==> src/source/soc_map_pkg.sv <==
// SoC address map, Wishbone bus types, reset hold time and interrupt lines
package soc_map_pkg;

	// ------------------------------------------------------------
	// Wishbone bus widths
	// ------------------------------------------------------------
	typedef logic [31:0] wb_addr_t;
	typedef logic [31:0] wb_data_t;
	typedef logic [3:0]  wb_sel_t;

	// Region codes, bit 31 excluded
	// Boot memory at 0x00000000, compared on bits 30..28
	localparam logic [2:0] REGION_BOOT = 3'b000;
	// CSR bridge at 0x60000000, compared on bits 30..29
	localparam logic [1:0] REGION_CSR = 2'b11;

	// Upper address bits that must be zero for a null-pointer hit
	localparam int LOCK_TOP_BITS = 14;

	// Boot memory of 256 words
	localparam int RAM_ADDR_WIDTH = 8;
	typedef logic [RAM_ADDR_WIDTH-1:0] ram_addr_t;

	// Reset hold counter, kept short
	typedef logic [7:0] rst_cnt_t;
	localparam rst_cnt_t RST_HOLD_CYCLES = 8'd200;

	// Interrupt vector layout
	localparam int IRQ_GPIO = 0;
	localparam int IRQ_TIMER = 1;
	localparam int NUM_IRQ = 2;

endpackage

==> src/source/soc_csr_pkg.sv <==
// CSR bus address layout and system controller register map
package soc_csr_pkg;

	// CSR word address is bus address bits 15..2
	typedef logic [13:0] csr_addr_t;
	// Upper four bits pick the bank
	typedef logic [3:0]  csr_bank_t;
	// Lower ten bits pick the register
	typedef logic [9:0]  csr_reg_t;

	localparam csr_bank_t BANK_SYSCTL = 4'd1;
	localparam csr_bank_t BANK_TIMER = 4'd2;

	// GPIO bank
	localparam csr_reg_t REG_GPIO_IN = 10'd0;
	localparam csr_reg_t REG_GPIO_OUT = 10'd1;
	localparam csr_reg_t REG_GPIO_IRQ_EN = 10'd2;
	localparam csr_reg_t REG_BUS_ERR_EN = 10'd3;
	localparam csr_reg_t REG_HARD_RESET = 10'd4;

	// Timer bank
	localparam csr_reg_t REG_TMR_CTRL = 10'd0;
	localparam csr_reg_t REG_TMR_COMPARE = 10'd1;
	localparam csr_reg_t REG_TMR_COUNTER = 10'd2;

	// Timer control bits
	localparam int TMR_CTRL_EN = 0;
	localparam int TMR_CTRL_AUTORELOAD = 1;

	// Board GPIO
	localparam int NUM_BTN = 3;
	localparam int NUM_LED = 2;

endpackage

==> src/source/sysctl_timer.sv <==
// Compare timer CSR bank with one-shot or autoreload interrupt
`timescale 1ns/1ps

module sysctl_timer (
	input  logic                   sys_clk,
	input  logic                   sys_rst_i,
	input  soc_csr_pkg::csr_addr_t csr_a_i,
	input  logic                   csr_we_i,
	input  soc_map_pkg::wb_data_t  csr_dw_i,
	output soc_map_pkg::wb_data_t  csr_dr_o,
	output logic                   irq_o
);
	import soc_map_pkg::*;
	import soc_csr_pkg::*;

	csr_bank_t bank;
	csr_reg_t  reg_sel;
	logic      bank_hit;
	logic      en;
	logic      autoreload;
	wb_data_t  compare;
	wb_data_t  counter;
	wb_data_t  ctrl_word;

	assign bank = csr_a_i[$bits(csr_addr_t)-1 -: $bits(csr_bank_t)];
	assign reg_sel = csr_a_i[$bits(csr_reg_t)-1:0];
	assign bank_hit = bank == BANK_TIMER;

	// Control register view
	always_comb begin
		ctrl_word = '0;
		ctrl_word[TMR_CTRL_EN] = en;
		ctrl_word[TMR_CTRL_AUTORELOAD] = autoreload;
	end

	// ------------------------------------------------------------
	// Counter and control
	// ------------------------------------------------------------
	always_ff @(posedge sys_clk) begin
		if (sys_rst_i) begin
			en <= 1'b0;
			autoreload <= 1'b0;
			counter <= '0;
			irq_o <= 1'b0;
			csr_dr_o <= '0;
		end else begin
			irq_o <= 1'b0;
			if (en) begin
				if (counter == compare) begin
					counter <= '0;
					irq_o <= 1'b1;
					// One-shot stops itself
					if (!autoreload)
						en <= 1'b0;
				end else begin
					counter <= counter + 1'b1;
				end
			end
			// Bus writes take priority
			if (csr_we_i && bank_hit) begin
				case (reg_sel)
					REG_TMR_CTRL: begin
						en <= csr_dw_i[TMR_CTRL_EN];
						autoreload <= csr_dw_i[TMR_CTRL_AUTORELOAD];
					end
					REG_TMR_COUNTER: counter <= csr_dw_i;
					default: ;
				endcase
			end
			csr_dr_o <= '0;
			if (bank_hit) begin
				case (reg_sel)
					REG_TMR_CTRL: csr_dr_o <= ctrl_word;
					REG_TMR_COMPARE: csr_dr_o <= compare;
					REG_TMR_COUNTER: csr_dr_o <= counter;
					default: ;
				endcase
			end
		end
	end

	// Compare value
	always_ff @(posedge sys_clk) begin
		if (csr_we_i && bank_hit && reg_sel == REG_TMR_COMPARE)
			compare <= csr_dw_i;
	end

endmodule

==> config.mk <==
export PLATFORM = sky130hd
export DESIGN_NAME = sysctl_timer
export DESIGN_NICKNAME = d
export VERILOG_FILES = /design/src/source/soc_map_pkg.sv /design/src/source/soc_csr_pkg.sv /design/src/source/sysctl_timer.sv
export SDC_FILE = /design/constraint.sdc
export NUM_CORES = 1
export LEC_CHECK = 0
export CORE_AREA = 2 2 92 94
export DETAILED_ROUTE_END_ITERATION = 8
export DIE_AREA = 0 0 94 96
export DONT_BUFFER_PORTS = 1
export PLACE_DENSITY = 0.68
export SYNTH_ARGS = -nofsm -noshare
export SYNTH_HDL_FRONTEND = slang
export SYNTH_SLANG_ARGS = --single-unit
==> constraint.sdc <==
create_clock -name sys_clk -period 9 [get_ports sys_clk]
set_input_delay 0.45 -clock sys_clk [delete_from_list [all_inputs] [get_ports sys_clk]]
set_output_delay 0.45 -clock sys_clk [all_outputs]
set_load 0.02 [all_outputs]
; Word level (Yosys, flattened, before mapping)
; Index checks and enable logic that the tools add are counted.
[op_classes]
n_mux = 11
n_reduce_logical = 6
add_sub_neg = 1
n_eq_ne = 4
bitwise_logic = 2
[op_table]
columns = op, count
row1 = two-way mux 32 bit, 4
row2 = one-hot mux 32 bit (3 select lines), 1
row3 = adder 32 x 1 -> 32 bit (second input constant), 1
row4 = == test 32 bit, 1
row5 = == test 10 x 1 -> 1 bit (second input constant), 1
row6 = == test 10 x 2 -> 1 bit (second input constant), 1
row7 = zero test 10 bit, 1
row8 = two-way mux 1 bit, 6
row9 = == test 4 x 2 -> 1 bit (second input constant), 1
row10 = OR reduction 2 bit, 2
row11 = logical AND 1 bit, 2
row12 = inverter 1 bit, 2
row13 = AND reduction 2 bit, 1
[totals]
output_inout_bits = 33
register_bits = 99
elab_cells = 30
input_bits = 49

; Logic depth before layout (Yosys ltp)
[depth]
depth_word = 5
ltp_mapped = 8
ltp_nobuf = 7

; Worst setup path before layout
; Ideal clock, no wire load.
[synth_timing]
kind = input-to-reg
from = in csr_a_i[5]
to = reg compare[0], enable pin
arrival_ps = 2953
setup_time_ps = 425
path_slack_ps = 5622
cell_stages = 7
required_time_ps = 8575
path_cell_list = nor4_1 > nand2_1 > nor2_1 > and2_1 > clkbuf_1 > buf_2 > nor2b_1
[synth_via]
elab_chain_len = 2
[synth_rtl]
columns = element, line
row1 = "start, declared", sysctl_timer.sv:7  ; input soc_csr_pkg::csr_addr_t csr_a_i,
row2 = == test 10 x 1 -> 1 bit, sysctl_timer.sv:84  ; if (csr_we_i && bank_hit && reg_sel == REG_TMR_COMPARE)
row3 = logical AND 1 bit, sysctl_timer.sv:84
row4 = "end signal, assigned", sysctl_timer.sv:85  ; compare <= csr_dw_i;
row5 = "end, declared", sysctl_timer.sv:21  ; wb_data_t compare;
; Every way passes these cells.
; A chain may end at the register's enable or synchronous reset.

; Final worst setup path
[layout_timing]
from = in csr_a_i[9]
to = reg counter[11]
[layout_via]
elab_chain_len = 3
[layout_rtl]
columns = element, line
row1 = == test 10 x 2 -> 1 bit, sysctl_timer.sv:61  ; case (reg_sel)
row2 = two-way mux 32 bit, sysctl_timer.sv:61
row3 = two-way mux 32 bit, sysctl_timer.sv:60  ; if (csr_we_i && bank_hit) begin
row4 = "end signal, assigned", sysctl_timer.sv:56  ; counter <= counter + 1'b1;
row5 = "end signal, assigned", sysctl_timer.sv:66  ; REG_TMR_COUNTER: counter <= csr_dw_i;
row6 = "end, declared", sysctl_timer.sv:22  ; wb_data_t counter;
; Every way passes these cells.

==> flow_summary_export.csv <==
group,metric,value,unit
hold_path,holdCritStartpoint,"sys_rst_i",
setup_path,reg2reg_from,"counter[24]",
finish,layout.nets,459,
die,ios,82,
cts,post_cts_buffers,0,
sta,hold_viol,0,
cts,htreeDepth,3,
setup_path,critical_path_class,"in -> reg",
pwr,irDropWorstVdd,0.09637,mV
grt,grtUsageMet2,34.17,%
die,design.core.area,8051,µm²
synthesis,yosys-top-cells-area,"dfxtp_1, edfxtp_1, xnor2_1",
die,dieArea,9024,µm²
synthesis,ys_async_sr_fraction,0,%
setup_path,r2r_end,"counter[11]",
synthesis,netlist_instances,422,
cts,path_clk_slew,90,ps
finish,antennaDiodeCount,0,
grt,met3_usage,4.464,%
setup_path,critPathLaunchType,"input port",
route,drtIter0Drc,169,
finish,drive_above_1_share,8.696,%
cts,clockRootBuffer,"clkbuf_8",
synthesis,yosysWarnings,0,
cts,ctsHoldBuffers,0,
route,drtAntennaViolNets,0,
grt,top_usage_layer,"met2",
grt,antenna_found_initial,0,
synthesis,synthTopCellsByCount,"dfxtp_1, nor2_1, xnor2_1",
place,place_ws,5973,ps
synthesis,avgSynthCellArea,10.17,µm²
route,vias_per_cell,5.850,
route,routedWlPerCell,17.98,µm
synthesis,yosys_register_bits,99,
die,initial_core_util,53.29,%
setup_path,reg2reg_slack,6480,ps
cts,cts_tree,"yes",
setup_path,crit_path_cell_trace,"nor4_1 -> and4b_1 -> buf_4 -> and2b_1 -> a31oi_2 -> nand2b_2 -> o21ai_0",
synthesis,syn_area,4290,µm²
synthesis,synth_cell_type_count,46,
sta,period_needed,2670,ps
synthesis,synth_ff_type,"dfxtp_1",
setup_path,cp.arrival,2890,ps
die,die_w,94,µm
setup_path,critPathSlowestCell,"and2b_1",
synthesis,synth-edff-count,32,
sta,worst_pin_slew,891.9,ps
route,wirelength,9332,µm
cts,cts_made_buffers,9,
synthesis,yosysMostFrequentCell,"dfxtp_1",
sta,relSlewSlack,40.48,%
sta,slew_viol_final,0,
grt,grtUsageMet1,29.40,%
cts,clk_latency,360,ps
synthesis,synth_top_cell_by_area,"dfxtp_1",
hold_path,hold_end,"counter[4]",
pwr,p_leak,0.001314,µW
route,dr.pass1.iters,5,
hold_path,hold_class,"in -> reg",
setup_path,crit_required,9220,ps
sta,fin_crit_sh,29.67,%
die,die_height,96,µm
route,dr_total_vias,3036,
hold_path,hold_depth,1,
grt,grt_max_degree,36,
setup_path,crit_fanout,35,
grt,track_usage,21.71,%
sta,rsz0062_at_grt,"no",
grt,grt_pass1_wl,14820,µm
place,hpwl,6401,µm
job,cap_violations,0,
sta,fmaxAchievable,374.5,MHz
sta,tns,0,ps
synthesis,yosysSeqAreaShare,53.66,%
die,num_rows,33,
sta,setup_violations,0,
cts,clock_sinks,99,
finish,area_growth,4.929,%
synthesis,syn_nets,472,
pwr,power.density,162.1,nW/µm²
cts,postCtsResizedCells,0,
setup_path,crit_path_end_kind,"flip-flop",
place,gp_congestion,0.8412,
grt,first_global_vias,2886,
run_status,status,"complete, no violations",
cts,cts_buffer_depth,2,
synthesis,synth_top_area_share,31.26,%
place,portBuffers,0,
sta,clock_skew,13.16,ps
sta,fin_ws,6330,ps
grt,overflow,0,
setup_path,r2r_cells,6,
sta,whs,148.9,ps
setup_path,critPathMaxStageDelay,550,ps
route,drc_errors,0,
-- metal layers --
metal	routed length (µm)	up-vias
met1	4150	1454
met4	204	0
met5	0	-
met2	4315	117
met3	662	15
li1	-	1450
-- area by class of cell --
type                    instances  area [µm²]
inverters                       5       18.77
repair buffers                  4       30.03
clock inverters                 6       47.55
fillers                       729        3550
flip-flops and latches         99        2302
well taps                     105       131.4
multi-input cells             290        1834
clock buffers                  10       137.6
-- metrics by stage --
step           std cells  utilization (%)  power [µW]  instance area, µm²
2_1_floorplan        422                -       474.1                4290
3_3_place_gp         503            53.61       473.5                4317
3_5_place_dp         503            53.61       473.5                4317
4_1_cts              519            55.91       736.3                4502
5_1_grt              519            55.91       756.4                4502
6_report             519            55.91       729.9                4502
-- placed cells by master (no fill, tap or decap), drive strengths merged, types with 10 or more instances in the layout --
master  instances
a22oi          42
nor2           63
clkbuf         10
edfxtp         32
nand2          42
xnor2          50
dfxtp          67
o21ai          20
nand4          20
xor2           12
-- registers in the layout, summed over array words and instances, names as in the netlist --
signal / count
counter: 32
autoreload: 1
csr_dr_o: 32
irq_o: 1
en: 1
compare: 32
-- worst max-delay path by stage --
stage,slack [ps],endpoint,cells past startpoint,startpoint
after floorplan,5620,compare[0],7,csr_a_i[5]
after global placement,6060,counter[16],7,csr_a_i[9]
after detailed placement,5970,counter[11],7,csr_a_i[9]
after CTS,6360,counter[11],7,csr_a_i[9]
after global routing,6160,counter[11],7,csr_a_i[9]
final,6330,counter[11],7,csr_a_i[9]
-- logic make-up (layout without fill, tap and decap cells) --
| logic type | after synthesis | count (layout) | synth area share, % |
|---|---|---|---|
| AOI/OAI and AO/OA | 70 | 70 | 11.20 |
| xor gates and xnor gates | 62 | 62 | 12.66 |
| adders and majority gates | 1 | 1 | 0.2916 |
| buffers and inverters | 33 | 25 | 3.733 |
| DFF | 99 | 99 | 53.66 |
| muxes | 2 | 2 | 0.4958 |
| and+or+nand+nor | 155 | 155 | 17.96 |
-- critical path, delay by kind of cell --
kind                   cells  cell delay (ps)
AO/OA/AOI/OAI              2              470
AND/OR/NAND/NOR            4             1580
buffers and inverters      1              380
-- where the power goes --
part,switching (µW),internal [µW],total (µW)
combinational,2.08,1.22,3.30
clock,156,111,267
sequential,0.0139,460,460
No activity file was read; power rests on OpenSTA's default activity.
