[src/source/soc_map_pkg.sv]
// SoC address map, Wishbone bus types, reset hold time and interrupt lines
package soc_map_pkg;

	// ------------------------------------------------------------
	// Wishbone bus widths
	// ------------------------------------------------------------
	typedef logic [31:0] wb_addr_t;
	typedef logic [31:0] wb_data_t;
	typedef logic [3:0]  wb_sel_t;

	// Region codes, bit 31 excluded
	// Boot memory at 0x00000000, compared on bits 30..28
	localparam logic [2:0] REGION_BOOT = 3'b000;
	// CSR bridge at 0x60000000, compared on bits 30..29
	localparam logic [1:0] REGION_CSR = 2'b11;

	// Upper address bits that must be zero for a null-pointer hit
	localparam int LOCK_TOP_BITS = 14;

	// Boot memory of 256 words
	localparam int RAM_ADDR_WIDTH = 8;
	typedef logic [RAM_ADDR_WIDTH-1:0] ram_addr_t;

	// Reset hold counter, kept short
	typedef logic [7:0] rst_cnt_t;
	localparam rst_cnt_t RST_HOLD_CYCLES = 8'd200;

	// Interrupt vector layout
	localparam int IRQ_GPIO = 0;
	localparam int IRQ_TIMER = 1;
	localparam int NUM_IRQ = 2;

endpackage

[src/source/soc_csr_pkg.sv]
// CSR bus address layout and system controller register map
package soc_csr_pkg;

	// CSR word address is bus address bits 15..2
	typedef logic [13:0] csr_addr_t;
	// Upper four bits pick the bank
	typedef logic [3:0]  csr_bank_t;
	// Lower ten bits pick the register
	typedef logic [9:0]  csr_reg_t;

	localparam csr_bank_t BANK_SYSCTL = 4'd1;
	localparam csr_bank_t BANK_TIMER = 4'd2;

	// GPIO bank
	localparam csr_reg_t REG_GPIO_IN = 10'd0;
	localparam csr_reg_t REG_GPIO_OUT = 10'd1;
	localparam csr_reg_t REG_GPIO_IRQ_EN = 10'd2;
	localparam csr_reg_t REG_BUS_ERR_EN = 10'd3;
	localparam csr_reg_t REG_HARD_RESET = 10'd4;

	// Timer bank
	localparam csr_reg_t REG_TMR_CTRL = 10'd0;
	localparam csr_reg_t REG_TMR_COMPARE = 10'd1;
	localparam csr_reg_t REG_TMR_COUNTER = 10'd2;

	// Timer control bits
	localparam int TMR_CTRL_EN = 0;
	localparam int TMR_CTRL_AUTORELOAD = 1;

	// Board GPIO
	localparam int NUM_BTN = 3;
	localparam int NUM_LED = 2;

endpackage

[src/source/sysctl_gpio.sv]
// System controller bank with GPIO, bus-error enable and hard reset
`timescale 1ns/1ps

module sysctl_gpio (
	input  logic                            sys_clk,
	input  logic                            sys_rst_i,
	input  soc_csr_pkg::csr_addr_t          csr_a_i,
	input  logic                            csr_we_i,
	input  soc_map_pkg::wb_data_t           csr_dw_i,
	input  logic [soc_csr_pkg::NUM_BTN-1:0] btn_i,
	output soc_map_pkg::wb_data_t           csr_dr_o,
	output logic [soc_csr_pkg::NUM_LED-1:0] led_o,
	output logic                            bus_err_en_o,
	output logic                            hard_reset_o,
	output logic                            irq_o
);
	import soc_map_pkg::*;
	import soc_csr_pkg::*;

	csr_bank_t          bank;
	csr_reg_t           reg_sel;
	logic               bank_hit;
	logic [NUM_BTN-1:0] btn_meta;
	logic [NUM_BTN-1:0] btn_sync;
	logic [NUM_BTN-1:0] btn_prev;
	logic [NUM_BTN-1:0] irq_en;

	assign bank = csr_a_i[$bits(csr_addr_t)-1 -: $bits(csr_bank_t)];
	assign reg_sel = csr_a_i[$bits(csr_reg_t)-1:0];
	assign bank_hit = bank == BANK_SYSCTL;

	// Two-stage button sync, plus one stage for edge detect
	always_ff @(posedge sys_clk) begin
		btn_meta <= btn_i;
		btn_sync <= btn_meta;
		btn_prev <= btn_sync;
	end

	// ------------------------------------------------------------
	// Registers and read port
	// ------------------------------------------------------------
	always_ff @(posedge sys_clk) begin
		if (sys_rst_i) begin
			led_o <= '0;
			irq_en <= '0;
			bus_err_en_o <= 1'b0;
			hard_reset_o <= 1'b0;
			irq_o <= 1'b0;
			csr_dr_o <= '0;
		end else begin
			hard_reset_o <= 1'b0;
			// Any change on an enabled input
			irq_o <= |((btn_sync ^ btn_prev) & irq_en);
			if (csr_we_i && bank_hit) begin
				case (reg_sel)
					REG_GPIO_OUT: led_o <= csr_dw_i[NUM_LED-1:0];
					REG_GPIO_IRQ_EN: irq_en <= csr_dw_i[NUM_BTN-1:0];
					REG_BUS_ERR_EN: bus_err_en_o <= csr_dw_i[0];
					// Data ignored, any write resets
					REG_HARD_RESET: hard_reset_o <= 1'b1;
					default: ;
				endcase
			end
			// Zero unless this bank is addressed
			csr_dr_o <= '0;
			if (bank_hit) begin
				case (reg_sel)
					REG_GPIO_IN: csr_dr_o <= wb_data_t'(btn_sync);
					REG_GPIO_OUT: csr_dr_o <= wb_data_t'(led_o);
					REG_GPIO_IRQ_EN: csr_dr_o <= wb_data_t'(irq_en);
					REG_BUS_ERR_EN: csr_dr_o <= wb_data_t'(bus_err_en_o);
					default: ;
				endcase
			end
		end
	end

endmodule

[config.mk]
export PLATFORM = sky130hd
export DESIGN_NAME = sysctl_gpio
export DESIGN_NICKNAME = d
export VERILOG_FILES = /design/src/source/soc_map_pkg.sv /design/src/source/soc_csr_pkg.sv /design/src/source/sysctl_gpio.sv
export SDC_FILE = /design/constraint.sdc
export NUM_CORES = 1
export LEC_CHECK = 0
export ABC_AREA = 1
export BUFFER_PORTS_ARGS = -buffer_cell sky130_fd_sc_hd__buf_2
export CORE_UTILIZATION = 25
export DETAILED_ROUTE_END_ITERATION = 12
export PLACE_DENSITY = 0.67
export SYNTH_ARGS = -nofsm -noshare
export SYNTH_HDL_FRONTEND = slang
export SYNTH_SLANG_ARGS = --single-unit
[constraint.sdc]
create_clock -name sys_clk -period 1.07 [get_ports sys_clk]
set_clock_uncertainty 0.15 [all_clocks]
set_input_delay 0.1605 -clock sys_clk [delete_from_list [all_inputs] [get_ports sys_clk]]
set_output_delay 0.1605 -clock sys_clk [all_outputs]
set_load 0.05 [all_outputs]
Word-level counts from Yosys, hierarchy flattened
Index checks and enable logic that the tools add are counted.
W data, S select, Z words.
Word-level totals
  flip-flop bits (word level): 49
  input port bits: 52
  output and inout bits: 37
  word-level logic and storage cells: 28
Operators by class
  equal/unequal tests: 5
  mux-type cells: 2
  bitwise gates (word level): 4
  reductions and logical operators: 8
Operators by type and width (number)
  $eq A10 B2 Y1 const B: 2
  $pmux W3 S4: 1
  $eq A10 B1 Y1 const B: 1
  $eq A10 B3 Y1 const B: 1
  $logic_not A10 Y1: 1
  $reduce_and A2 Y1: 3
  $eq A4 B1 Y1 const B: 1
  $reduce_or A2 Y1: 2
  $and A3 B3 Y3: 1
  $reduce_or A3 Y1: 1
  $xor A3 B3 Y3: 1
  $not A1 Y1: 2
  $logic_and A1 B1 Y1: 1
  $mux W1: 1

Depth between registers and ports, before layout
  depth after elaboration: 4
  depth in mapped cells: 8
  gate-level depth less buffers: 7

Worst setup path before layout
Ideal clock, no wire load.
  kind: register to register
  start point: register led_o[0] (netlist bit)
  end point: register csr_dr_o[0]
  setup time: 0.064 ns
  arrival: 0.927 ns
  data required time: 0.856 ns
  slack: -0.071 ns
  stages on the path, launching flop included: 5
  buffers on the path: 0
  period minus slack after synthesis: 1.141 ns
  path through: dfxtp_1 nand3_1 nand2_1 nor2_1 nor2_1
On the way
  longest elaborated chain between the ends: 1
RTL lines
  start: declaration: line sysctl_gpio.sv:12  | output logic [soc_csr_pkg::NUM_LED-1:0] led_o,
  start signal: assignment: line sysctl_gpio.sv:56  | REG_GPIO_OUT: led_o <= csr_dw_i[NUM_LED-1:0];
  $pmux W3 S4: line sysctl_gpio.sv:67  | case (reg_sel)
  end signal: assignment: line sysctl_gpio.sv:68  | REG_GPIO_IN: csr_dr_o <= wb_data_t'(btn_sync);
  end signal: assignment: line sysctl_gpio.sv:69  | REG_GPIO_OUT: csr_dr_o <= wb_data_t'(led_o);
  end signal: assignment: line sysctl_gpio.sv:70  | REG_GPIO_IRQ_EN: csr_dr_o <= wb_data_t'(irq_en);
  end: declaration: line sysctl_gpio.sv:11  | output soc_map_pkg::wb_data_t csr_dr_o,
Every way passes these cells.
A chain may end at the register's enable or synchronous reset.

Worst setup path in the final report
  start point: register led_o[1] (netlist bit)
  end point: output led_o[1] (netlist bit)
No word-level cell between the ends.

==> summary.md <==
The flow ran to the end, but the final reports show violations. The checks that failed: negative setup slack. For this configuration, the core starts out at a cell density of 26.9%. In this run the most critical hold path is launched from csr_a_i[3]. Clock tree synthesis found a total of 20 sinks.

The number of pins exceeding their max-slew limit in the final report was 0; the net count reported at finish was 236. Setup repair after global routing could not meet its margin everywhere. The tools report the internal power as 0.00108 W. Among cell families on the critical path, the largest total delay comes from flip-flops. Dividing the detail-routed wire length by the instance count gives 8.31 um. The number of global-route vias before repair is 785, and the TritonCTS buffer count is 3.

The wire length on met2 came out at 939 um. The first global-routing pass estimated 3130 um of wire. The critical path is of the flip-flop to output port type.

The tools report the hold violation count in the final report as 0. Routability-driven placement finished with a final weighted congestion of 0.759. The library cell contributing the largest single delay on the critical path was dfxtp_2. The run gives 0.000781 V as the peak supply drop.

The part of the total power dissipated in the clock network came out at 30.2%. 89 I/O pins were placed. The final period demand of the worst path was 1.08 ns.

The largest driver fanout on the critical path is 2, and the worst setup slack after placement is -0.183 ns. Of the post-synthesis cell area, the dominant cell type holds 39.1%. The number of buffer and inverter instances along the worst setup path is 1.

The static power due to leakage came out at 0.705 nW. TritonCTS built the clock tree. STA classifies the critical path endpoint as an output port. In this run the power density over the cells is 1160 nW/um^2.

The power share of the combinational group is 21.3%, and the count of TritonRoute iterations in the first routing pass is 3. The clock latency on the worst-skew pair is 0.26 ns. The logs give 48.4% for the portion of total power attributed to sequential cells and 9.91% for the aggregate global-route resource usage. After synthesis, the cell types taking the most area are dfxtp_1 39%, buf_4 21%, nor2_1 7.3%.

The die is 66.0 um tall. The analysis attributes to net switching a power of 0.000511 W. Across the run, the number of max-cap violations was 0. The floorplan step defined a core boundary enclosing 3800 sq um. The number of standard cells after synthesis is 136. Met3 routed wirelength: 147 um. The tools report the least setup slack across all paths after layout as -0.00571 ns. The via count is 864, and the flop and latch count out of synthesis is 20.

Net switching is 32.2% of the power. After detailed placement, the total cell area comes to 1180 sq um. The detailed router used layers up to and including met4.

For the initial DRC count, the log shows 7. The worst setup path is launched from a flip-flop. The type of the tightest min-delay check is input pin to flip-flop. Relative to the synthesized area, the layout overhead comes to 34.0%. The share of post-route cells with drive strength above 1 works out to 35.2%. Wires add up to 1910 um. Across all hold checks on the routed design, the worst slack comes to 0.0185 ns. Number of routed nets with antenna violations: 0. The final critical-path share of the clock period came out at 101%. Summing every instance area after synthesis gives 1020 sq um. The endpoint identified for the worst register-to-register timing path is csr_dr_o[0]. The tools report the root buffer cell as clkbuf_8.

The met1 routed wirelength after detailed routing is 777 um, and the final setup violation count is 2. The logs give 0.08 ns for the worst-case register-to-register setup slack and 19 for the count of unique library cells instantiated by Yosys. In the routed layout, each cell is associated on average with a via count of 3.76. The final instance area was 1370 sq um; the mean instance size in the synthesized netlist was 7.53 sq um.

Start of the worst register-to-register path: led_o[0]. The tools report the end of the worst hold path as hard_reset_o. The clock edge transition at the registers on the reported setup and hold paths came out at 0.07 ns.

Traced cell by cell, the critical path runs through buf_8. The tools report the signal arrival time at the worst endpoint as 0.77 ns. The run gives 22 as the cell row count.

Library cell occupying the most area in the post-synthesis netlist: dfxtp_1. In this design, the stage delay of the slowest critical-path cell is 0.36 ns. Port buffering added 30 buffers. In the routed design, unresolved DRC markers number 0.

Yosys printed 0 warnings. The critical path depth in cells came out at 1. The estimated wirelength of the detail-placed design was 1510 um; the number of cells traversed by the worst hold path was 4. The number of antenna diodes in the final layout is 0. After synthesis, flip-flops and latches occupy 39.1% of the total area. For this run, the share of the core covered by cells in the final layout is 36.1%. No sink is reached through more buffers than the 2 on the longest clock path.

Global routing finished with a remaining overflow of 0. In this run the horizontal extent of the chip is 66.0 um. STA puts the critical path data required time at 0.76 ns. Based on the critical path, the design can be clocked at up to 930 MHz. Entering global routing, the biggest net connects 11 pins. The run gives 1 as the total number of H-tree levels.

The die area was 4350 sq um; the number of antenna violations at the first check in global routing was 0. The count of cells along the worst register-to-register path came out at 5.
kinds of logic (layout without fill, tap and decap cells):
kind of cell	after synthesis	in the layout	share of synthesized area, %
AO/OA/AOI/OAI	6	6	3.18
flip-flops	20	20	39.1
other	1	29	0.366
AND/OR/NAND/NOR	62	62	28.2
buffers and inverters	46	64	28.2
XOR/XNOR	1	1	0.856
tightest hold or removal path, stage by stage:
cell and delay, ns:
buf_2 0.09, nor2_1 0.04, nand4_1 0.06, nor3_1 0.04
power groups by stage:
stage | sequential, W | clock, W | combinational, W
floorplan | 0.000786 | 0 | 0.000335
global placement | 0.000788 | 0 | 0.000321
detailed placement | 0.000789 | 0 | 0.000322
CTS | 0.000769 | 0.000502 | 0.000336
global route | 0.000771 | 0.000538 | 0.000357
finish | 0.000770 | 0.000480 | 0.000339
metrics by stage:
step	cells	setup TNS, ns	total power [W]
2_1_floorplan	164	0	0.00112
5_1_grt	230	-0.191	0.00167
3_3_place_gp	219	-1.54	0.00111
3_5_place_dp	219	-1.63	0.00111
6_report	230	-0.00840	0.00159
4_1_cts	230	-0.0232	0.00161
synth_stat cells, drive strengths merged:
cell type / number
nand2: 19
dfxtp: 20
nor2: 26
inv: 16
nand3: 14
conb: 1
o21ai: 2
nor3: 1
o211ai: 1
buf: 30
a21oi: 3
xnor2: 1
nand4: 2
sequential cells by signal (all words and copies together), names as in the netlist:
name          count
btn_meta          3
btn_prev          3
btn_sync          3
bus_err_en_o      1
csr_dr_o          3
hard_reset_o      1
irq_en            3
irq_o             1
led_o             2
worst max-delay path by stage:
stage / from / slack [ns] / endpoint
floorplan: csr_a_i[7] / 0.02 / csr_dr_o[0]
global placement: csr_a_i[5] / -0.18 / irq_en[0]
detailed placement: csr_a_i[5] / -0.18 / irq_en[2]
CTS: led_o[1] / -0.01 / led_o[1]
global route: led_o[0] / -0.03 / led_o[0]
finish: led_o[1] / -0.006 / led_o[1]
cell usage in the layout (no fill, tap or decap):
cell	Yosys	layout
a21oi_1	3	3
buf_12	0	1
buf_2	0	22
buf_4	29	9
buf_6	1	4
buf_8	0	4
clkbuf_8	0	3
conb_1	1	29
dfxtp_1	20	10
dfxtp_2	0	9
dfxtp_4	0	1
dlygate4sd3_1	0	5
inv_1	14	14
inv_2	2	2
nand2_1	18	18
nand2_2	1	1
nand3_1	13	13
nand3_2	1	1
nand4_1	2	2
nor2_1	20	19
nor2_2	4	5
nor2_4	2	2
nor3_1	1	1
o211ai_1	1	1
o21ai_1	0	2
xnor2_1	1	1
per-layer routing:
layer | global-route usage [%] | up-vias
li1 | - | 453
met1 | 9.55 | 377
met2 | 16.7 | 29
met3 | 4.48 | 5
met4 | 6.91 | 0
met5 | 0 | -
layout make-up:
class	count	area, sq um
Inverter	16	60.1
Tap cell	48	60.1
Multi-Input combinational cell	98	442
Clock buffer	3	41.3
Fill cell	414	2430
Sequential cell	20	415
Timing Repair Buffer	45	353
timing repair:
item / CTS / global route
pin swaps: 0 / 0
hold buffers: 5 / 0
gates resized for setup: 20 / 11
buffers inserted: 3 / 0
hold endpoints to repair: 6 / 0
setup endpoints to repair: 8 / 15
Power figures use the tool's default switching activity.
