[config.mk]
export PLATFORM = sky130hd
export DESIGN_NAME = reset_gen
export DESIGN_NICKNAME = d
export VERILOG_FILES = /design/src/source/soc_map_pkg.sv /design/src/source/soc_csr_pkg.sv /design/src/source/reset_gen.sv
export SDC_FILE = /design/constraint.sdc
export NUM_CORES = 1
export LEC_CHECK = 0
export BUFFER_PORTS_ARGS = -buffer_cell sky130_fd_sc_hd__buf_2
export CORE_AREA = 3 3 40 42
export CTS_CLUSTER_DIAMETER = 60
export DETAILED_ROUTE_END_ITERATION = 8
export DIE_AREA = 0 0 43 45
export GPL_ROUTABILITY_DRIVEN = 0
export PLACE_DENSITY_LB_ADDON = 0.15
export SLEW_MARGIN = 15
export SYNTH_ARGS = -nofsm -noshare
export SYNTH_HDL_FRONTEND = slang
export SYNTH_SLANG_ARGS = --single-unit
[constraint.sdc]
create_clock -name sys_clk -period 2.3 [get_ports sys_clk]
set_input_delay 0.115 -clock sys_clk [delete_from_list [all_inputs] [get_ports sys_clk]]
set_output_delay 0.115 -clock sys_clk [all_outputs]
set_load 0.05 [all_outputs]
[src/source/soc_map_pkg.sv]
// SoC address map, Wishbone bus types, reset hold time and interrupt lines
package soc_map_pkg;

	// ------------------------------------------------------------
	// Wishbone bus widths
	// ------------------------------------------------------------
	typedef logic [31:0] wb_addr_t;
	typedef logic [31:0] wb_data_t;
	typedef logic [3:0]  wb_sel_t;

	// Region codes, bit 31 excluded
	// Boot memory at 0x00000000, compared on bits 30..28
	localparam logic [2:0] REGION_BOOT = 3'b000;
	// CSR bridge at 0x60000000, compared on bits 30..29
	localparam logic [1:0] REGION_CSR = 2'b11;

	// Upper address bits that must be zero for a null-pointer hit
	localparam int LOCK_TOP_BITS = 14;

	// Boot memory of 256 words
	localparam int RAM_ADDR_WIDTH = 8;
	typedef logic [RAM_ADDR_WIDTH-1:0] ram_addr_t;

	// Reset hold counter, kept short
	typedef logic [7:0] rst_cnt_t;
	localparam rst_cnt_t RST_HOLD_CYCLES = 8'd200;

	// Interrupt vector layout
	localparam int IRQ_GPIO = 0;
	localparam int IRQ_TIMER = 1;
	localparam int NUM_IRQ = 2;

endpackage

[src/source/soc_csr_pkg.sv]
// CSR bus address layout and system controller register map
package soc_csr_pkg;

	// CSR word address is bus address bits 15..2
	typedef logic [13:0] csr_addr_t;
	// Upper four bits pick the bank
	typedef logic [3:0]  csr_bank_t;
	// Lower ten bits pick the register
	typedef logic [9:0]  csr_reg_t;

	localparam csr_bank_t BANK_SYSCTL = 4'd1;
	localparam csr_bank_t BANK_TIMER = 4'd2;

	// GPIO bank
	localparam csr_reg_t REG_GPIO_IN = 10'd0;
	localparam csr_reg_t REG_GPIO_OUT = 10'd1;
	localparam csr_reg_t REG_GPIO_IRQ_EN = 10'd2;
	localparam csr_reg_t REG_BUS_ERR_EN = 10'd3;
	localparam csr_reg_t REG_HARD_RESET = 10'd4;

	// Timer bank
	localparam csr_reg_t REG_TMR_CTRL = 10'd0;
	localparam csr_reg_t REG_TMR_COMPARE = 10'd1;
	localparam csr_reg_t REG_TMR_COUNTER = 10'd2;

	// Timer control bits
	localparam int TMR_CTRL_EN = 0;
	localparam int TMR_CTRL_AUTORELOAD = 1;

	// Board GPIO
	localparam int NUM_BTN = 3;
	localparam int NUM_LED = 2;

endpackage

[src/source/reset_gen.sv]
// Reset generator combining trigger sources into a held system reset
`timescale 1ns/1ps

module reset_gen (
	input  logic                           sys_clk,
	input  logic                           trigger_reset,
	input  logic [soc_csr_pkg::NUM_BTN-1:0] btn_i,
	input  logic                           hard_reset_i,
	output logic                           sys_rst_o
);
	import soc_map_pkg::*;

	logic     trigger_q;
	rst_cnt_t hold_cnt;

	// ------------------------------------------------------------
	// Trigger register and hold counter
	// ------------------------------------------------------------
	always_ff @(posedge sys_clk) begin
		// External pin, all buttons down, or software request
		trigger_q <= trigger_reset | hard_reset_i | (&btn_i);
		// Reload on each trigger, then count down to zero
		if (trigger_q)
			hold_cnt <= RST_HOLD_CYCLES;
		else if (hold_cnt != '0)
			hold_cnt <= hold_cnt - 1'b1;
	end

	// Trigger register covers the cycle before the counter loads
	assign sys_rst_o = trigger_q | (hold_cnt != '0);

endmodule

# Word level (Yosys, flattened, before mapping)
# Cells that the tools add are included.
# word_totals
input_bits,6
reg_bits,9
wordCells,8
out_inout_bits,1
# classes
reduce_logical,2
n_addsub,1
bitwise,3
# op_table
op,count
$reduce_bool 8->1,1
$sub 8x1->8 const B,1
$or 1x1->1,3
$reduce_and 3->1,1

# Longest topological paths before layout
# depth
ltp_word,2
depth_mapped,5
ltp_nobuf,5

# Least setup slack after synthesis
# Ideal clock, no wire load.
# synth_timing
path_type,register to register
from,register hold_cnt[0]
to,register hold_cnt[0]
required_ns,2.179
slack_ns,0.752
t_arrival_ns,1.427
stages_incl_launch_ff,6
path_cell_list,dfxtp_1 inv_1 ha_1 nor3b_1 nor2b_2 mux2_2
# synth_via
elab_chain_len,1
# synth_rtl
element,line_no,text
"start, declared",reset_gen.sv:14,rst_cnt_t hold_cnt;
"start signal, assigned",reset_gen.sv:26,hold_cnt <= hold_cnt - 1'b1;
$sub 8x1->8 / $reduce_bool 8->1 (equally long branches),"reset_gen.sv:26, reset_gen.sv:25",
# Parallel ways exist; a longest one is shown, timed or not.
# A chain may end at the register's enable or synchronous reset.

# Final worst setup path
# layout_timing
from,register hold_cnt[0]
to,output sys_rst_o
# layout_via
elab_chain_len,2
# layout_rtl
element,line_no,text
$reduce_bool 8->1,reset_gen.sv:30,assign sys_rst_o = trigger_q | (hold_cnt != '0);
$or 1x1->1,reset_gen.sv:30,
"end, declared",reset_gen.sv:9,output logic sys_rst_o
# No other way between the ends.

==> impl_results.html <==
<table>
<tr><th>Metric</th><th>Value</th></tr>
<tr><th colspan="2">Global routing</th></tr>
<tr><td>Via count of the first global-routing pass</td><td>348</td></tr>
<tr><td>Antenna violations before repair</td><td>0</td></tr>
<tr><td>Most congested layer reported by global routing</td><td>met2</td></tr>
<tr><td>Global routing met1 resource utilization</td><td>11.7%</td></tr>
<tr><td>Routing usage on met2</td><td>15.9%</td></tr>
<tr><td>Met3 Usage GRT</td><td>7.17%</td></tr>
<tr><td>Sum of overflow across all layers after global routing</td><td>0</td></tr>
<tr><td>Global-route wire length before repair</td><td>1.42 mm</td></tr>
<tr><td>GRT Resource Usage Total</td><td>10.2%</td></tr>
<tr><td>Pin count of the biggest net entering global routing</td><td>12</td></tr>
<tr><th colspan="2">Die</th></tr>
<tr><td>Std-Cell Core Area</td><td>0.00128 mm²</td></tr>
<tr><td>Starting Density</td><td>34.0%</td></tr>
<tr><td>Count of standard-cell rows</td><td>13</td></tr>
<tr><td>Die Area</td><td>0.00194 mm²</td></tr>
<tr><td>Die span in x</td><td>43 µm</td></tr>
<tr><td>Die boundary height</td><td>45 µm</td></tr>
<tr><td>Ports placed on the boundary</td><td>7</td></tr>
<tr><th colspan="2">Finish</th></tr>
<tr><td>Final #Nets</td><td>64</td></tr>
<tr><td>Count of antenna diodes in the layout</td><td>0</td></tr>
<tr><td>Post-route non-filler standard cell count</td><td>70</td></tr>
<tr><td>Proportion of layout cells with a drive suffix above 1</td><td>25.5%</td></tr>
<tr><td>Post-route standard cell area excluding fillers</td><td>508 µm²</td></tr>
<tr><td>Fillers</td><td>138</td></tr>
<tr><td>Layout Area Growth over Synthesis</td><td>16.3%</td></tr>
<tr><td>Sequential Area</td><td>180 µm²</td></tr>
<tr><td>Combined area of the multi-input logic cells</td><td>241 µm²</td></tr>
<tr><th colspan="2">Clock network</th></tr>
<tr><td>Count of buffers added by post-CTS timing repair for setup</td><td>0</td></tr>
<tr><td>H-tree levels</td><td>1</td></tr>
<tr><td>Count of hold-fix buffers inserted at cts</td><td>0</td></tr>
<tr><td>Root buffer cell</td><td>sky130_fd_sc_hd__clkbuf_4</td></tr>
<tr><td>TritonCTS clock tree</td><td>done</td></tr>
<tr><td>Maximum number of buffers from clock root to sink</td><td>2</td></tr>
<tr><td>Clock buffer count from CTS</td><td>3</td></tr>
<tr><td>CTS Sinks</td><td>9</td></tr>
<tr><td>Clock transition at the registers of the reported paths</td><td>0.06 ns</td></tr>
<tr><td># resized after CTS</td><td>0</td></tr>
<tr><td>Worst-skew pair later-pin latency</td><td>0.26 ns</td></tr>
<tr><th colspan="2">STA</th></tr>
<tr><td>Number of pins exceeding their max-slew limit in the final report</td><td>0</td></tr>
<tr><td>Final critical-path required period</td><td>1.96 ns</td></tr>
<tr><td>Actual slew at the worst max-slew pin</td><td>0.384 ns</td></tr>
<tr><td>Fin Clk Skew</td><td>0.00553 ns</td></tr>
<tr><td>Fin worst setup slack</td><td>0.336 ns</td></tr>
<tr><td>Total setup violations reported at the end of the flow</td><td>0</td></tr>
<tr><td>Period Utilization, post-route</td><td>85.4%</td></tr>
<tr><td>Highest Clock Rate</td><td>509 MHz</td></tr>
<tr><td>Final hold vios</td><td>0</td></tr>
<tr><td>Post-route setup TNS</td><td>0 ns</td></tr>
<tr><td>Max-slew headroom</td><td>74.4%</td></tr>
<tr><td>Unrepaired setup endpoints after global routing</td><td>false</td></tr>
<tr><th colspan="2">Yosys</th></tr>
<tr><td>Largest area contributor in the netlist</td><td>sky130_fd_sc_hd__dfxtp_1</td></tr>
<tr><td>Count leader, synth</td><td>sky130_fd_sc_hd__dfxtp_1</td></tr>
<tr><td>Largest cells by area after synthesis</td><td>sky130_fd_sc_hd__dfxtp_1, sky130_fd_sc_hd__ha_1, sky130_fd_sc_hd__mux2_2</td></tr>
<tr><td>Top post-synthesis cells by count</td><td>sky130_fd_sc_hd__dfxtp_1, sky130_fd_sc_hd__nor2_1, sky130_fd_sc_hd__inv_1, sky130_fd_sc_hd__or3_1</td></tr>
<tr><td>Register bit total from synthesis</td><td>9</td></tr>
<tr><td>Synth top area share</td><td>41.3%</td></tr>
<tr><td>Count of different cell masters after synthesis</td><td>24</td></tr>
<tr><td>Synth async-reset ratio</td><td>0%</td></tr>
<tr><td>Flip-flop cell with the highest count after synthesis</td><td>sky130_fd_sc_hd__dfxtp_1</td></tr>
<tr><td>Mapped Cells</td><td>46</td></tr>
<tr><td>Syn_area_per_cell</td><td>9.49 µm²</td></tr>
<tr><td>Synth Cell Area</td><td>437 µm²</td></tr>
<tr><td>Post-Synthesis Net Count</td><td>54</td></tr>
<tr><td>Synthesis Warnings</td><td>0</td></tr>
<tr><td>Count of flip-flops with a built-in enable after synthesis</td><td>0</td></tr>
<tr><td>Sequential area share after synthesis</td><td>41.3%</td></tr>
<tr><th colspan="2">Worst setup path</th></tr>
<tr><td>Arrival time reported for the critical path endpoint</td><td>1.85 ns</td></tr>
<tr><td>Top fanout value on the critical path</td><td>6</td></tr>
<tr><td>Ordered list of cells on the worst path</td><td>inv_1 &gt; ha_1 &gt; nor3b_1 &gt; nor2b_2 &gt; nand2b_1 &gt; buf_2</td></tr>
<tr><td>Crit end category</td><td>primary output</td></tr>
<tr><td>Data required, critical path</td><td>2.18 ns</td></tr>
<tr><td>CP max stage delay</td><td>0.37 ns</td></tr>
<tr><td>Launching element type of the critical path</td><td>flop</td></tr>
<tr><td>CP max stage cell</td><td>sky130_fd_sc_hd__nor2b_2</td></tr>
<tr><td>Category of the critical setup timing path</td><td>reg2out</td></tr>
<tr><th colspan="2">Detailed routing</th></tr>
<tr><td>Total wire length after detailed routing</td><td>750 µm</td></tr>
<tr><td>Wire per inst</td><td>10.7 µm</td></tr>
<tr><td>Number of DRC violations after detailed routing</td><td>0</td></tr>
<tr><td>Routed via count</td><td>349</td></tr>
<tr><td>Total iterations of the first detailed-routing run</td><td>2</td></tr>
<tr><td>DRC marker count from the first detailed-route iteration</td><td>4</td></tr>
<tr><td>Number of nets with antenna violations after routing</td><td>0</td></tr>
<tr><td>Vias per Instance</td><td>4.99</td></tr>
<tr><th colspan="2">Placed design</th></tr>
<tr><td>DP Wirelength</td><td>540 µm</td></tr>
<tr><td>Setup WS pre-CTS</td><td>0.501 ns</td></tr>
<tr><td>Placement Cell Area</td><td>482 µm²</td></tr>
<tr><td>Count of buffers from port buffering</td><td>6</td></tr>
<tr><td>Cell Count Post-Placement</td><td>66</td></tr>
<tr><th colspan="2">Power and ir drop</th></tr>
<tr><td>Static leakage power</td><td>0.196 nW</td></tr>
<tr><td>Total power after layout</td><td>0.000333 W</td></tr>
<tr><td>Ratio of total power to cell area</td><td>656 mW/mm²</td></tr>
<tr><td>Largest voltage drop on the vdd net</td><td>0.391 mV</td></tr>
<tr><th colspan="2">Min path</th></tr>
<tr><td>Hold Path Class</td><td>in2reg</td></tr>
<tr><th colspan="2">Outcome</th></tr>
<tr><td>Status</td><td>finished clean</td></tr>
<tr><th colspan="2">Job</th></tr>
<tr><td>Count of maximum capacitance violations</td><td>0</td></tr>
</table>
[layout make-up]
type,count,area share [%]
Clock buffer,4,5.17
Multi-Input combinational cell,33,47.5
Inverter,3,2.22
Sequential cell,9,35.5
Timing Repair Buffer,6,5.91
Tap cell,15,3.69
[metrics by stage]
step                util (%)  hold slack, ns
finish                  39.5          0.0550
global route            39.5          0.0494
CTS                     39.5          0.0452
detailed placement      37.5           0.315
global placement        37.5           0.317
floorplan                  -           0.221
[placed cells by master (no fill, tap or decap), types with 3 or more instances in the layout]
| cell | synthesis | routed |
|---|---|---|
| sky130_fd_sc_hd__dfxtp_1 | 9 | 9 |
| sky130_fd_sc_hd__nor2_1 | 4 | 4 |
| sky130_fd_sc_hd__buf_2 | 0 | 6 |
| sky130_fd_sc_hd__or3_1 | 3 | 3 |
| sky130_fd_sc_hd__clkbuf_4 | 0 | 3 |
| sky130_fd_sc_hd__inv_1 | 3 | 3 |
[path summary, 6_finish.rpt]
path              depth (start not counted)                        to  slack (ns)                     start
setup / recovery                          6                 sys_rst_o        0.34  hold_cnt[0]$_SDFFE_PP0P_
hold reg to reg                           2  hold_cnt[5]$_SDFFE_PP0P_        0.48  hold_cnt[5]$_SDFFE_PP0P_
setup reg to reg                          5  hold_cnt[1]$_SDFFE_PP0P_        0.53  hold_cnt[0]$_SDFFE_PP0P_
hold / removal                            2         trigger_q$_DFF_P_        0.06              hard_reset_i
[worst max-delay path: cells and delay by family, from the launching register on]
kind          cells  cell delay, ns
fa+ha+maj         1            0.16
buf+inv           2            0.31
simple gates      3            0.79
flops             1            0.33
[where the power goes]
| group | leakage [nW] | switching (W) | internal [W] |
|---|---|---|---|
| clock | 0.0150 | 0.0000555 | 0.0000668 |
| combinational | 0.107 | 0.0000168 | 0.0000210 |
| sequential | 0.0737 | 0.00000970 | 0.000163 |
| total | 0.196 | 0.0000821 | 0.000251 |
[state kept, by name, summed over array words and instances, names as in the netlist]
| signal | flops |
|---|---|
| hold_cnt | 8 |
| trigger_q | 1 |
[routing by layer]
metal | vias up | share of wire [%]
met5 | - | 0
met4 | 0 | 0
met3 | 0 | 7.7
met2 | 10 | 41
met1 | 155 | 51
li1 | 184 | -
[cell families after synthesis]
group | share of synthesized area [%]
XOR/XNOR | 4.01
AND/OR/NAND/NOR | 25.5
flip-flops | 41.3
AO/OA/AOI/OAI | 14.9
buffers and inverters | 3.44
multiplexers | 5.16
adder cells (fa/ha/maj) | 5.73
No activity file was read; power rests on OpenSTA's default activity.
