<file path="config.mk">
export PLATFORM = sky130hd
export DESIGN_NAME = wb_decoder_flat
export DESIGN_NICKNAME = d
export VERILOG_FILES = /design/src/source/soc_map_pkg.sv /design/src/source/wb_slave_if.sv /design/src/source/wb_decoder.sv /design/src/flat_wrapper.sv
export SDC_FILE = /design/constraint.sdc
export NUM_CORES = 1
export LEC_CHECK = 0
export BUFFER_PORTS_ARGS = -buffer_cell sky130_fd_sc_hd__clkbuf_2
export CORE_AREA = 2 2 121 123
export CTS_CLUSTER_SIZE = 20
export DETAILED_ROUTE_END_ITERATION = 12
export DIE_AREA = 0 0 123 125
export GPL_TIMING_DRIVEN = 0
export PLACE_DENSITY_LB_ADDON = 0.2
export SLEW_MARGIN = 20
export SYNTH_ARGS = -nofsm -noshare
export SYNTH_HDL_FRONTEND = slang
export SYNTH_SLANG_ARGS = --single-unit
</file>
<file path="constraint.sdc">
create_clock -name sys_clk -period 1.55 [get_ports sys_clk]
set_input_delay 0.0775 -clock sys_clk [delete_from_list [all_inputs] [get_ports sys_clk]]
set_output_delay 0.0775 -clock sys_clk [all_outputs]
set_load 0.01 [all_outputs]
</file>
<file path="src/source/soc_map_pkg.sv">
// SoC address map, Wishbone bus types, reset hold time and interrupt lines
package soc_map_pkg;

	// ------------------------------------------------------------
	// Wishbone bus widths
	// ------------------------------------------------------------
	typedef logic [31:0] wb_addr_t;
	typedef logic [31:0] wb_data_t;
	typedef logic [3:0]  wb_sel_t;

	// Region codes, bit 31 excluded
	// Boot memory at 0x00000000, compared on bits 30..28
	localparam logic [2:0] REGION_BOOT = 3'b000;
	// CSR bridge at 0x60000000, compared on bits 30..29
	localparam logic [1:0] REGION_CSR = 2'b11;

	// Upper address bits that must be zero for a null-pointer hit
	localparam int LOCK_TOP_BITS = 14;

	// Boot memory of 256 words
	localparam int RAM_ADDR_WIDTH = 8;
	typedef logic [RAM_ADDR_WIDTH-1:0] ram_addr_t;

	// Reset hold counter, kept short
	typedef logic [7:0] rst_cnt_t;
	localparam rst_cnt_t RST_HOLD_CYCLES = 8'd200;

	// Interrupt vector layout
	localparam int IRQ_GPIO = 0;
	localparam int IRQ_TIMER = 1;
	localparam int NUM_IRQ = 2;

endpackage

</file>
<file path="src/source/wb_slave_if.sv">
// Wishbone slave link between the address decoder and one slave
`timescale 1ns/1ps

interface wb_slave_if;
	import soc_map_pkg::*;

	wb_addr_t adr;
	wb_data_t dat_w;
	wb_data_t dat_r;
	wb_sel_t  sel;
	logic     we;
	logic     cyc;
	logic     stb;
	logic     ack;

	// Decoder side, forwards the master request
	modport decoder (
		output adr, dat_w, sel, we, cyc, stb,
		input  dat_r, ack
	);

	// Slave side
	modport slave (
		input  adr, dat_w, sel, we, cyc, stb,
		output dat_r, ack
	);

endinterface

</file>
<file path="src/source/wb_decoder.sv">
// Wishbone address decoder with unmapped responder and bus-error flag
`timescale 1ns/1ps

module wb_decoder (
	input  logic                  sys_clk,
	input  logic                  sys_rst_i,
	input  soc_map_pkg::wb_addr_t wb_adr_i,
	input  soc_map_pkg::wb_data_t wb_dat_i,
	input  soc_map_pkg::wb_sel_t  wb_sel_i,
	input  logic                  wb_we_i,
	input  logic                  wb_cyc_i,
	input  logic                  wb_stb_i,
	input  logic                  bus_err_en_i,
	output soc_map_pkg::wb_data_t wb_dat_o,
	output logic                  wb_ack_o,
	output logic                  wb_err_o,
	wb_slave_if.decoder           ram_o,
	wb_slave_if.decoder           csr_o
);
	import soc_map_pkg::*;

	logic sel_boot;
	logic sel_csr;
	logic sel_none;
	logic none_ack;
	logic lock_q;

	// ------------------------------------------------------------
	// Region select
	// ------------------------------------------------------------
	// Bit 31 left out, shadow region aliases the normal one
	assign sel_boot = wb_adr_i[30 -: $bits(REGION_BOOT)] == REGION_BOOT;
	assign sel_csr = wb_adr_i[30 -: $bits(REGION_CSR)] == REGION_CSR;
	assign sel_none = !sel_boot && !sel_csr;

	// Shared request lines, strobes to the selected slave only
	assign ram_o.adr = wb_adr_i;
	assign ram_o.dat_w = wb_dat_i;
	assign ram_o.sel = wb_sel_i;
	assign ram_o.we = wb_we_i;
	assign ram_o.cyc = wb_cyc_i & sel_boot;
	assign ram_o.stb = wb_stb_i & sel_boot;

	assign csr_o.adr = wb_adr_i;
	assign csr_o.dat_w = wb_dat_i;
	assign csr_o.sel = wb_sel_i;
	assign csr_o.we = wb_we_i;
	assign csr_o.cyc = wb_cyc_i & sel_csr;
	assign csr_o.stb = wb_stb_i & sel_csr;

	// Nothing mapped here, answer after one cycle
	always_ff @(posedge sys_clk) begin
		if (sys_rst_i)
			none_ack <= 1'b0;
		else
			none_ack <= wb_cyc_i & wb_stb_i & sel_none & ~none_ack;
	end

	// Read data back to the master, zero when unmapped
	always_comb begin
		if (sel_boot)
			wb_dat_o = ram_o.dat_r;
		else if (sel_csr)
			wb_dat_o = csr_o.dat_r;
		else
			wb_dat_o = '0;
	end

	assign wb_ack_o = ram_o.ack | csr_o.ack | none_ack;

	// ------------------------------------------------------------
	// Null-pointer area check
	// ------------------------------------------------------------
	// Address is held until ack, so last cycle's test is still valid
	always_ff @(posedge sys_clk)
		lock_q <= wb_adr_i[$bits(wb_addr_t)-1 -: LOCK_TOP_BITS] == '0;

	// Raised together with ack
	assign wb_err_o = lock_q & bus_err_en_i & wb_ack_o;

endmodule

</file>
<file path="src/flat_wrapper.sv">
// flat-port wrapper written by rule: the top's interface ports become plain ports
module wb_decoder_flat import soc_map_pkg::*;
  (sys_clk, sys_rst_i, wb_adr_i, wb_dat_i, wb_sel_i, wb_we_i, wb_cyc_i, wb_stb_i, bus_err_en_i, wb_dat_o, wb_ack_o, wb_err_o, ram_o_adr, ram_o_dat_w, ram_o_sel, ram_o_we, ram_o_cyc, ram_o_stb, ram_o_dat_r, ram_o_ack, csr_o_adr, csr_o_dat_w, csr_o_sel, csr_o_we, csr_o_cyc, csr_o_stb, csr_o_dat_r, csr_o_ack);
  wb_slave_if ram_o_i ();
  wb_slave_if csr_o_i ();
  input  logic sys_clk;
  input  logic sys_rst_i;
  input  soc_map_pkg::wb_addr_t wb_adr_i;
  input  soc_map_pkg::wb_data_t wb_dat_i;
  input  soc_map_pkg::wb_sel_t wb_sel_i;
  input  logic wb_we_i;
  input  logic wb_cyc_i;
  input  logic wb_stb_i;
  input  logic bus_err_en_i;
  output soc_map_pkg::wb_data_t wb_dat_o;
  output logic wb_ack_o;
  output logic wb_err_o;
  output wire logic [$bits(ram_o_i.adr)-1:0] ram_o_adr;
  output wire logic [$bits(ram_o_i.dat_w)-1:0] ram_o_dat_w;
  output wire logic [$bits(ram_o_i.sel)-1:0] ram_o_sel;
  output wire logic [$bits(ram_o_i.we)-1:0] ram_o_we;
  output wire logic [$bits(ram_o_i.cyc)-1:0] ram_o_cyc;
  output wire logic [$bits(ram_o_i.stb)-1:0] ram_o_stb;
  input wire logic [$bits(ram_o_i.dat_r)-1:0] ram_o_dat_r;
  input wire logic [$bits(ram_o_i.ack)-1:0] ram_o_ack;
  output wire logic [$bits(csr_o_i.adr)-1:0] csr_o_adr;
  output wire logic [$bits(csr_o_i.dat_w)-1:0] csr_o_dat_w;
  output wire logic [$bits(csr_o_i.sel)-1:0] csr_o_sel;
  output wire logic [$bits(csr_o_i.we)-1:0] csr_o_we;
  output wire logic [$bits(csr_o_i.cyc)-1:0] csr_o_cyc;
  output wire logic [$bits(csr_o_i.stb)-1:0] csr_o_stb;
  input wire logic [$bits(csr_o_i.dat_r)-1:0] csr_o_dat_r;
  input wire logic [$bits(csr_o_i.ack)-1:0] csr_o_ack;
  assign ram_o_adr = ram_o_i.adr;
  assign ram_o_dat_w = ram_o_i.dat_w;
  assign ram_o_sel = ram_o_i.sel;
  assign ram_o_we = ram_o_i.we;
  assign ram_o_cyc = ram_o_i.cyc;
  assign ram_o_stb = ram_o_i.stb;
  assign ram_o_i.dat_r = ram_o_dat_r;
  assign ram_o_i.ack = ram_o_ack;
  assign csr_o_adr = csr_o_i.adr;
  assign csr_o_dat_w = csr_o_i.dat_w;
  assign csr_o_sel = csr_o_i.sel;
  assign csr_o_we = csr_o_i.we;
  assign csr_o_cyc = csr_o_i.cyc;
  assign csr_o_stb = csr_o_i.stb;
  assign csr_o_i.dat_r = csr_o_dat_r;
  assign csr_o_i.ack = csr_o_ack;
  wb_decoder u_core (.sys_clk(sys_clk), .sys_rst_i(sys_rst_i), .wb_adr_i(wb_adr_i), .wb_dat_i(wb_dat_i), .wb_sel_i(wb_sel_i), .wb_we_i(wb_we_i), .wb_cyc_i(wb_cyc_i), .wb_stb_i(wb_stb_i), .bus_err_en_i(bus_err_en_i), .wb_dat_o(wb_dat_o), .wb_ack_o(wb_ack_o), .wb_err_o(wb_err_o), .ram_o(ram_o_i), .csr_o(csr_o_i));
endmodule
</file>
; ---- Yosys cells after proc, flatten, opt, wreduce, memory -nomap -nowiden
; Cells that the tools add are included.
[op_classes]
n_eq_ne = 1
mux = 2
n_bitwise = 12
n_reduce_logical = 5
[op_table]
columns = cell, n
row1 = $mux W32, 2
row2 = $logic_not A14 Y1, 1
row3 = $and A1 B1 Y1, 9
row4 = $logic_not A3 Y1, 1
row5 = $eq A2 B2 Y1 const B, 1
row6 = $logic_not A1 Y1, 2
row7 = $or A1 B1 Y1, 2
row8 = $logic_and A1 B1 Y1, 1
row9 = $not A1 Y1, 1
[totals]
ff_bits = 2
inputBits = 140
output_inout_bits = 176

; ---- Depth between registers and ports, before layout
[logic_depth]
ltp_word = 5
mapped_depth = 4
ltp_nobuf = 2

; ---- Worst setup path before layout
; No wires, ideal clock.
[synth_timing]
path_kind = reg2out
from = register u_core.none_ack
to = output port wb_err_o
arrival_ns = 0.934
slack_ns = 0.538
stages_incl_launch_ff = 3
n_path_buf = 0
cell_sequence = dfxtp_1 > or3_1 > and3_1
[synth_between]
elab_chain_cells = 2
[synth_rtl]
columns = item, line_no
row1 = start: declaration, wb_decoder.sv:25  ; logic none_ack;
row2 = start signal: assignment, wb_decoder.sv:56  ; none_ack <= wb_cyc_i & wb_stb_i & sel_none & ~none_ack;
row3 = $or A1 B1 Y1, wb_decoder.sv:69  ; assign wb_ack_o = ram_o.ack | csr_o.ack | none_ack;
row4 = net wb_ack_o, flat_wrapper.sv:16  ; output logic wb_ack_o;
row5 = $and A1 B1 Y1, wb_decoder.sv:79  ; assign wb_err_o = lock_q & bus_err_en_i & wb_ack_o;
row6 = end: declaration, flat_wrapper.sv:17  ; output logic wb_err_o;
; The timed path passes the listed nets, and every way through them passes these cells.

; ---- Worst setup path after layout
[layout_timing]
from = input port wb_adr_i[30]
to = output port wb_dat_o[16]
[layout_between]
elab_chain_cells = 3
[layout_rtl]
columns = item, line_no
row1 = start: declaration, flat_wrapper.sv:8  ; input soc_map_pkg::wb_addr_t wb_adr_i;
row2 = $eq A2 B2 Y1, wb_decoder.sv:33  ; assign sel_csr = wb_adr_i[30 -: $bits(REGION_CSR)] == REGION_CSR;
row3 = $mux W32, wb_decoder.sv:63  ; else if (sel_csr)
row4 = $mux W32 (*), wb_decoder.sv:61  ; if (sel_boot)
row5 = end: declaration, flat_wrapper.sv:15  ; output soc_map_pkg::wb_data_t wb_dat_o;
; Mark *: on every way between the ends. The rest lies on a longest branch, timed or not.

==> impl_metrics.py <==
metrics = {
    "die": {
        "start_util": 0.108,
        "die_w_um": 123,
        "io_pins": 316,
        "num_rows": 44,
        "fp.dieH_um": 125,
        "core_area_um2": 14200,
        "die_area_um2": 15400,
    },
    "routing": {
        "drcViolationCount": 0,
        "via_per_inst": 3.30,
        "num_vias": 2112,
        "wl_met2_mm": 3.31,
        "top_layer": "met4",
        "first_iter_violations": 14,
        "met3WireLength_um": 787,
        "drtPass1Iterations": 4,
        "ant_nets": 0,
        "wl_met1_mm": 1.74,
        "routedWlPerCell_um": 9.17,
        "routed_wl_mm": 5.87,
    },
    "worst_setup_path": {
        "critical_path.startpoint_type": "input port",
        "cp_num_buf_inv": 3,
        "endpoint_kind": "output pin",
        "cpMaxStageDelayCell": "nor3_4",
        "cp.arrival_ns": 1.23,
        "criticalPathCategory": "input port to output pin",
        "crit_fanout": 10,
        "crit_required_ns": 1.47,
        "max_stage_delay_ns": 0.51,
        "critPathMostFrequentCell": "clkbuf_2",
        "r2r_setup_slack_ns": 0.53,
        "path_cells": "clkbuf_2 > nor3_4 > buf_6 > a22o_1 > clkbuf_2",
        "cp_top_family": "simple AND/OR/NAND/NOR gates",
    },
    "job": {
        "drv_cap": 0,
    },
    "placement": {
        "placedInstanceArea_um2": 3070,
        "io_buffers": 260,
        "gp_congestion": 0.670,
        "post-place-ws_ns": 0.184,
        "hpwl_mm": 5.54,
    },
    "logic_synthesis": {
        "synth.most_common_cell": "buf_4",
        "synthDistinctLibCells": 12,
        "synthCells": 193,
        "yosys_warnings": 0,
        "synth_top_area_frac": 0.674,
        "synth_nets": 333,
        "synth_top_flop_cell": "dfxtp_1",
        "synth.avg_cell_area_um2": 7.97,
        "syn-cell-area_um2": 1540,
        "ys_ff_latch": 2,
        "synth_area_leader_cell": "buf_4",
        "ys_seq_area_frac": 0.0260,
        "synth_common_cells": "buf_4, a22o_1, buf_6",
        "async_reset_ff_frac": 0,
        "ys_top_cells_by_area": "buf_4, a22o_1, buf_6, dfxtp_1, and2_1",
        "synth_edf_count": 0,
    },
    "sta": {
        "slew_headroom": 0.640,
        "timing.final.ws_setup_ns": 0.242,
        "slew_viol_final": 0,
        "setup_violations": 0,
        "hold_slack_ns": 0.123,
        "finalCritPeriodShare": 0.844,
        "fmax_mhz": 765,
        "period_minus_slack_ns": 1.31,
        "hold_viol_final": 0,
        "tns_ns": 0,
        "tightest_slew_ns": 0.538,
        "grt_setup_unrepaired": "false",
        "skew_ns": 0,
    },
    "global_routing": {
        "grt_usage": 0.0623,
        "grt_pass1_vias": 1948,
        "grt_max_degree": 11,
        "grt_antenna_before_repair": 0,
        "grt_pass1_wl_mm": 8.04,
        "gr-total-overflow": 0,
    },
    "final_layout": {
        "drive_gt1_frac": 0.897,
        "final_core_util": 0.221,
        "fin_area_um2": 3140,
        "num_antenna_cells": 0,
        "syn_to_final_growth_pct": 104,
        "layout.nets": 598,
    },
    "clocking": {
        "cts_tree": "done",
        "cts.sinks": 2,
        "max-clock-path-buffers": 2,
        "cts_setup_buffers": 0,
        "ctsResizeCount": 0,
        "cts-root-buf": "clkbuf_16",
        "clk-insertion-delay-late_ns": 0.22,
        "clk_pin_slew_ns": 0.03,
        "htreeDepth": 1,
        "cts_inserted_buffers": 3,
        "ctsHoldBuffers": 0,
    },
    "pwr": {
        "p_leak_nw": 2.01,
        "clkPwrFrac": 0.302,
        "p_int_mw": 0.885,
        "p_sw_frac": 0.310,
        "switching_power_mw": 0.398,
        "powerDensity_nw_per_um2": 408,
        "ir_drop_mv": 0.262,
        "power_frac_comb": 0.656,
        "p_seq_frac": 0.042,
    },
    "run_status": {
        "status": "completed",
    },
    "worst_hold_path": {
        "min_path_type": "input port to flop",
    },
}
==> per-stage QoR <==
stage | cells | power [mW]
after floorplan | 193 | 0.544
after global placement | 637 | 0.909
after detailed placement | 637 | 0.909
after CTS | 640 | 1.31
after global routing | 640 | 1.36
final | 640 | 1.28
==> cells by family (layout without fill, tap and decap cells) <==
kind of cell / Yosys count / in the layout / synth area share
buf+inv: 145 / 408 / 0.725
compound gates: 32 / 32 / 0.182
flops: 2 / 2 / 0.0260
simple gates: 14 / 14 / 0.0667
==> cells in the final DEF (no fill, tap or decap), drive strengths merged <==
master,synthesis,routed
or4bb,1,1
clkbuf,0,263
a22o,32,32
buf,145,145
or3,1,1
and3,3,3
nor3,3,3
nor4,2,2
dfxtp,2,2
and2,3,3
and4,1,1
==> registers in the layout (all words and copies together) (netlist names) <==
signal and cells:
u_core.lock_q 1, u_core.none_ack 1
==> power groups by stage <==
stage	registers (mW)	logic, mW	clock network (mW)
after floorplan	0.0537	0.490	0
after global placement	0.0541	0.855	0
after detailed placement	0.0541	0.855	0
after CTS	0.0535	0.857	0.395
after global routing	0.0535	0.913	0.397
final	0.0535	0.842	0.388
==> layout make-up <==
class,count,area (um2)
Clock buffer,3,75.1
Sequential cell,2,40.0
Timing Repair Buffer,260,1300
Tap cell,184,230
Buffer,145,1110
Fill cell,1643,11100
Multi-Input combinational cell,46,383
==> routing by layer <==
metal,vias to the layer above,track usage
met5,-,0
met4,0,0.0107
met3,4,0.0109
met2,164,0.135
met1,899,0.0581
li1,1045,-
==> tightest hold or removal path: cells and delay by family <==
kind | cells | cell delay [ns]
buf+inv | 1 | 0.08
simple gates | 2 | 0.13
==> worst paths after layout <==
path / startpoint / endpoint / cells past startpoint
setup / recovery: wb_adr_i[30] / wb_dat_o[16] / 5
hold reg to reg: u_core.none_ack / u_core.none_ack / 2
setup reg to reg: u_core.none_ack / u_core.none_ack / 2
hold / removal: sys_rst_i / u_core.none_ack / 3
(Power assumes the default switching activity.)
